[config.mk]
export PLATFORM = sky130hd
export DESIGN_NAME = req_fifo
export DESIGN_NICKNAME = d
export VERILOG_FILES = /design/src/hw/req_fifo.sv
export SDC_FILE = /design/constraint.sdc
export NUM_CORES = 1
export LEC_CHECK = 0
export ABC_AREA = 1
export BUFFER_PORTS_ARGS = -buffer_cell sky130_fd_sc_hd__buf_4
export CAP_MARGIN = 20
export CORE_UTILIZATION = 52
export CTS_CLUSTER_SIZE = 24
export DETAILED_ROUTE_END_ITERATION = 7
export PLACE_DENSITY = 0.69
export SKIP_CTS_REPAIR_TIMING = 1
export SYNTH_ARGS = -nofsm -noshare
export SYNTH_HDL_FRONTEND = slang
export SYNTH_SLANG_ARGS = --single-unit
[constraint.sdc]
create_clock -name CLK_200M -period 4.1 [get_ports CLK_200M]
set_input_delay 0.82 -clock CLK_200M [delete_from_list [all_inputs] [get_ports CLK_200M]]
set_output_delay 0.82 -clock CLK_200M [all_outputs]
set_load 0.01 [all_outputs]
[src/hw/req_fifo.sv]
module req_fifo #(
	parameter type payload_t = logic,
	parameter int FIFO_DEPTH = 4
) (
	input  logic     CLK_200M,
	input  logic     reset_n,
	input  logic     push,
	input  payload_t push_data,
	input  logic     pop,
	output logic     head_valid,
	output payload_t head
);

	localparam int PTR_W = $clog2(FIFO_DEPTH);

	payload_t mem [FIFO_DEPTH];

	logic [PTR_W-1:0] rd_ptr;
	logic [PTR_W-1:0] wr_ptr;
	logic [PTR_W:0]   count;
	logic             full;
	logic             do_push;
	logic             do_pop;

	assign full    = count == (PTR_W + 1)'(FIFO_DEPTH);
	assign do_pop  = pop && head_valid;
	// a full queue still takes a push when the head leaves in the same cycle
	assign do_push = push && (!full || do_pop);

	assign head_valid = count != '0;
	assign head       = mem[rd_ptr];

	always_ff @(posedge CLK_200M) begin
		if (!reset_n) begin
			rd_ptr <= '0;
			wr_ptr <= '0;
			count  <= '0;
		end else begin
			if (do_push) wr_ptr <= wr_ptr + 1'b1;
			if (do_pop) rd_ptr <= rd_ptr + 1'b1;
			case ({do_push, do_pop})
				2'b10:   count <= count + 1'b1;
				2'b01:   count <= count - 1'b1;
				default: count <= count;
			endcase
		end
	end

	// storage
	always_ff @(posedge CLK_200M) begin
		if (do_push) mem[wr_ptr] <= push_data;
	end

endmodule

==> metrics.csv <==
metric;value;unit
status;finished, final reports clean;
syn-cell-area;674;µm²
routabilityCongestion;0.722;
nNetsFinal;104;
fin_area;763;µm²
num_rows;12;
cp.arrival;2240;ps
tns;0;ps
max_stage_delay;380;ps
die_area;1440;µm²
grt_pass1_vias;432;
fmax;482;MHz
synth_area_leaders;dfxtp_1 27%, edfxtp_1 18%, ha_1 9.3%;
initialDrtViolationCount;10;
cts_buffers;3;
grt-ovfl-total;0;
setup_viol;0;
worst_pin_slew;182;ps
cts.sinks;13;
crit_top_cell;nor2_1;
grt_pass1_wl;1630;µm
drtAntennaViolNets;0;
maxSlewHeadroom;87.9;%
seqPwrFrac;43.0;%
synth_nets;93;
crit_chain;buf_4, nor2_1, nand2_2, nand2_2, ha_1, inv_1, fa_1, nand2_1, nand3_1, nor2_1, nor2_1;
synthArstFlopShare;0;%
io_pins;7;
routed_via_density;4.58;
grt_util_met3;6.98;%
post-route-drc-count;0;
clock-skew-final;2.93;ps
clk_pin_slew_worst_paths;80;ps
path_delay_family;simple AND/OR/NAND/NOR gates;
num-fill-cells;103;
cp_slowest_cell;fa_1;
switchingPower;0.000158;W
synthCells;82;
hold_viol_final;0;
switching_share;37.4;%
num_vias;486;
drv_cap;0;
p_int;0.000265;W
post_dp_cell_area;737;µm²
drive_above_1_share;20.7;%
drt-total-wl;980;µm
fp.dieH;38.0;µm
path_class;primary input to register;
io_buffers;6;
wl_per_cell;9.25;µm
start_util;58.3;%
hp-class;register to register;
synth_top_area_share;26.7;%
clkLatencyLatePin;260;ps
synth_area_leader_cell;dfxtp_1;
cp-start-kind;primary input;
p_per_area;555;nW/µm²
cp_num_buf_inv;2;
cts_buffer_depth;2;
min_period_over_period;50.6;%
avgSynthCellArea;8.22;µm²
p_clk_share;17.6;%
die_w;38.0;µm
yosysMostFrequentCell;inv_1;
antenna_found_initial;0;
critPathMaxFanout;5;
ys_seq_elements;13;
post-route-min-period;2080;ps
cts_tree;done;
n_antenna_cell;0;
ir_drop;380;µV
synthFlopType;dfxtp_1;
worstSetupEndpointType;register;
core;1160;µm²
ys_warn_count;0;
rsz0062_at_grt;false;
dp_hpwl;782;µm
grt_use_met2;31.0;%
htree_levels;1;
top_usage_layer;met2;
use_met1;17.0;%
yosysUniqueCellTypes;18;
cts_root_buffer;clkbuf_4;
grt_max_degree;8;
p_comb_share;39.3;%
worstPathRequired;4260;ps
area_growth;13.2;%
grt_usage;16.9;%
synth_seq_area_share;44.5;%
first_pass_iters;4;
synth_edf_count;4;
slew_viol_final;0;
leakagePower;0.358;nW
ys_top_cells_by_count;16 x inv_1, 14 x nand2_1, 11 x nor2_1;
[path summary, 6_finish.rpt]
kind         slack, ps      start  depth (start not counted)   endpoint
max               2020        pop                         11   count[2]
min reg2reg        510  rd_ptr[1]                          2  rd_ptr[1]
max reg2reg       2320   count[1]                         10   count[2]
min                510  rd_ptr[1]                          2  rd_ptr[1]
[worst register-to-register path, stage by stage, from the launching register on]
cell,delay (ps)
dfxtp_1,350
nor2_4,150
nand2_2,110
nand2_2,110
ha_1,170
inv_1,70
fa_1,380
nand2_1,80
nand3_1,90
nor2_1,110
nor2_1,50
[per-stage QoR]
step	util (%)	total power, W	hold slack, ps	setup slack (ps)	cells
floorplan	-	0.000305	464	2000	82
global placement	63.7	0.000346	485	1770	102
detailed placement	63.7	0.000352	500	1750	102
CTS	66.0	0.000429	511	2030	106
global route	66.0	0.000455	550	1910	106
finish	66.0	0.000423	513	2020	106
[layout by cell type, fill, tap and decap left out]
cell and count:
dfxtp_1 9, nand2_4 1, a21oi_2 1, clkbuf_1 1, ha_1 5, o21ai_0 2
nor2_4 1, nand2_2 3, nor2_1 11, a32oi_1 1, a21oi_1 5, edfxtp_1 4
buf_4 6, inv_2 2, nand2_1 14, inv_1 16, nand3_2 1, nand3_1 4
fa_1 1, clkbuf_4 3, nor2_2 1
[power groups by stage]
stage	registers [W]	clock network, W	logic, W
final	0.000182	0.0000747	0.000167
after global routing	0.000186	0.0000823	0.000187
after CTS	0.000182	0.0000781	0.000168
after detailed placement	0.000185	0	0.000167
after global placement	0.000184	0	0.000162
after floorplan	0.000181	0	0.000125
[layer usage]
layer	vias up	share of wire, %
met5	-	0
met4	0	1.3
met3	2	2.3
met2	4	50
met1	209	46
li1	271	-
[kinds of logic after synthesis]
group | share of synthesized area [%]
buffers and inverters | 10.0
flip-flops | 44.5
AO/OA/AOI/OAI | 7.79
adder cells (fa/ha/maj) | 12.2
AND/OR/NAND/NOR | 25.4
[layout make-up]
| type | instances | area (µm²) | share of cell area, % |
|---|---|---|---|
| Multi-Input combinational cell | 51 | 307 | 40.2 |
| Sequential cell | 13 | 300 | 39.3 |
| Inverter | 18 | 67.6 | 8.85 |
| Timing Repair Buffer | 6 | 45.0 | 5.90 |
| Clock buffer | 4 | 26.3 | 3.44 |
| Tap cell | 14 | 17.5 | 2.30 |
Power figures use the tool's default switching activity.
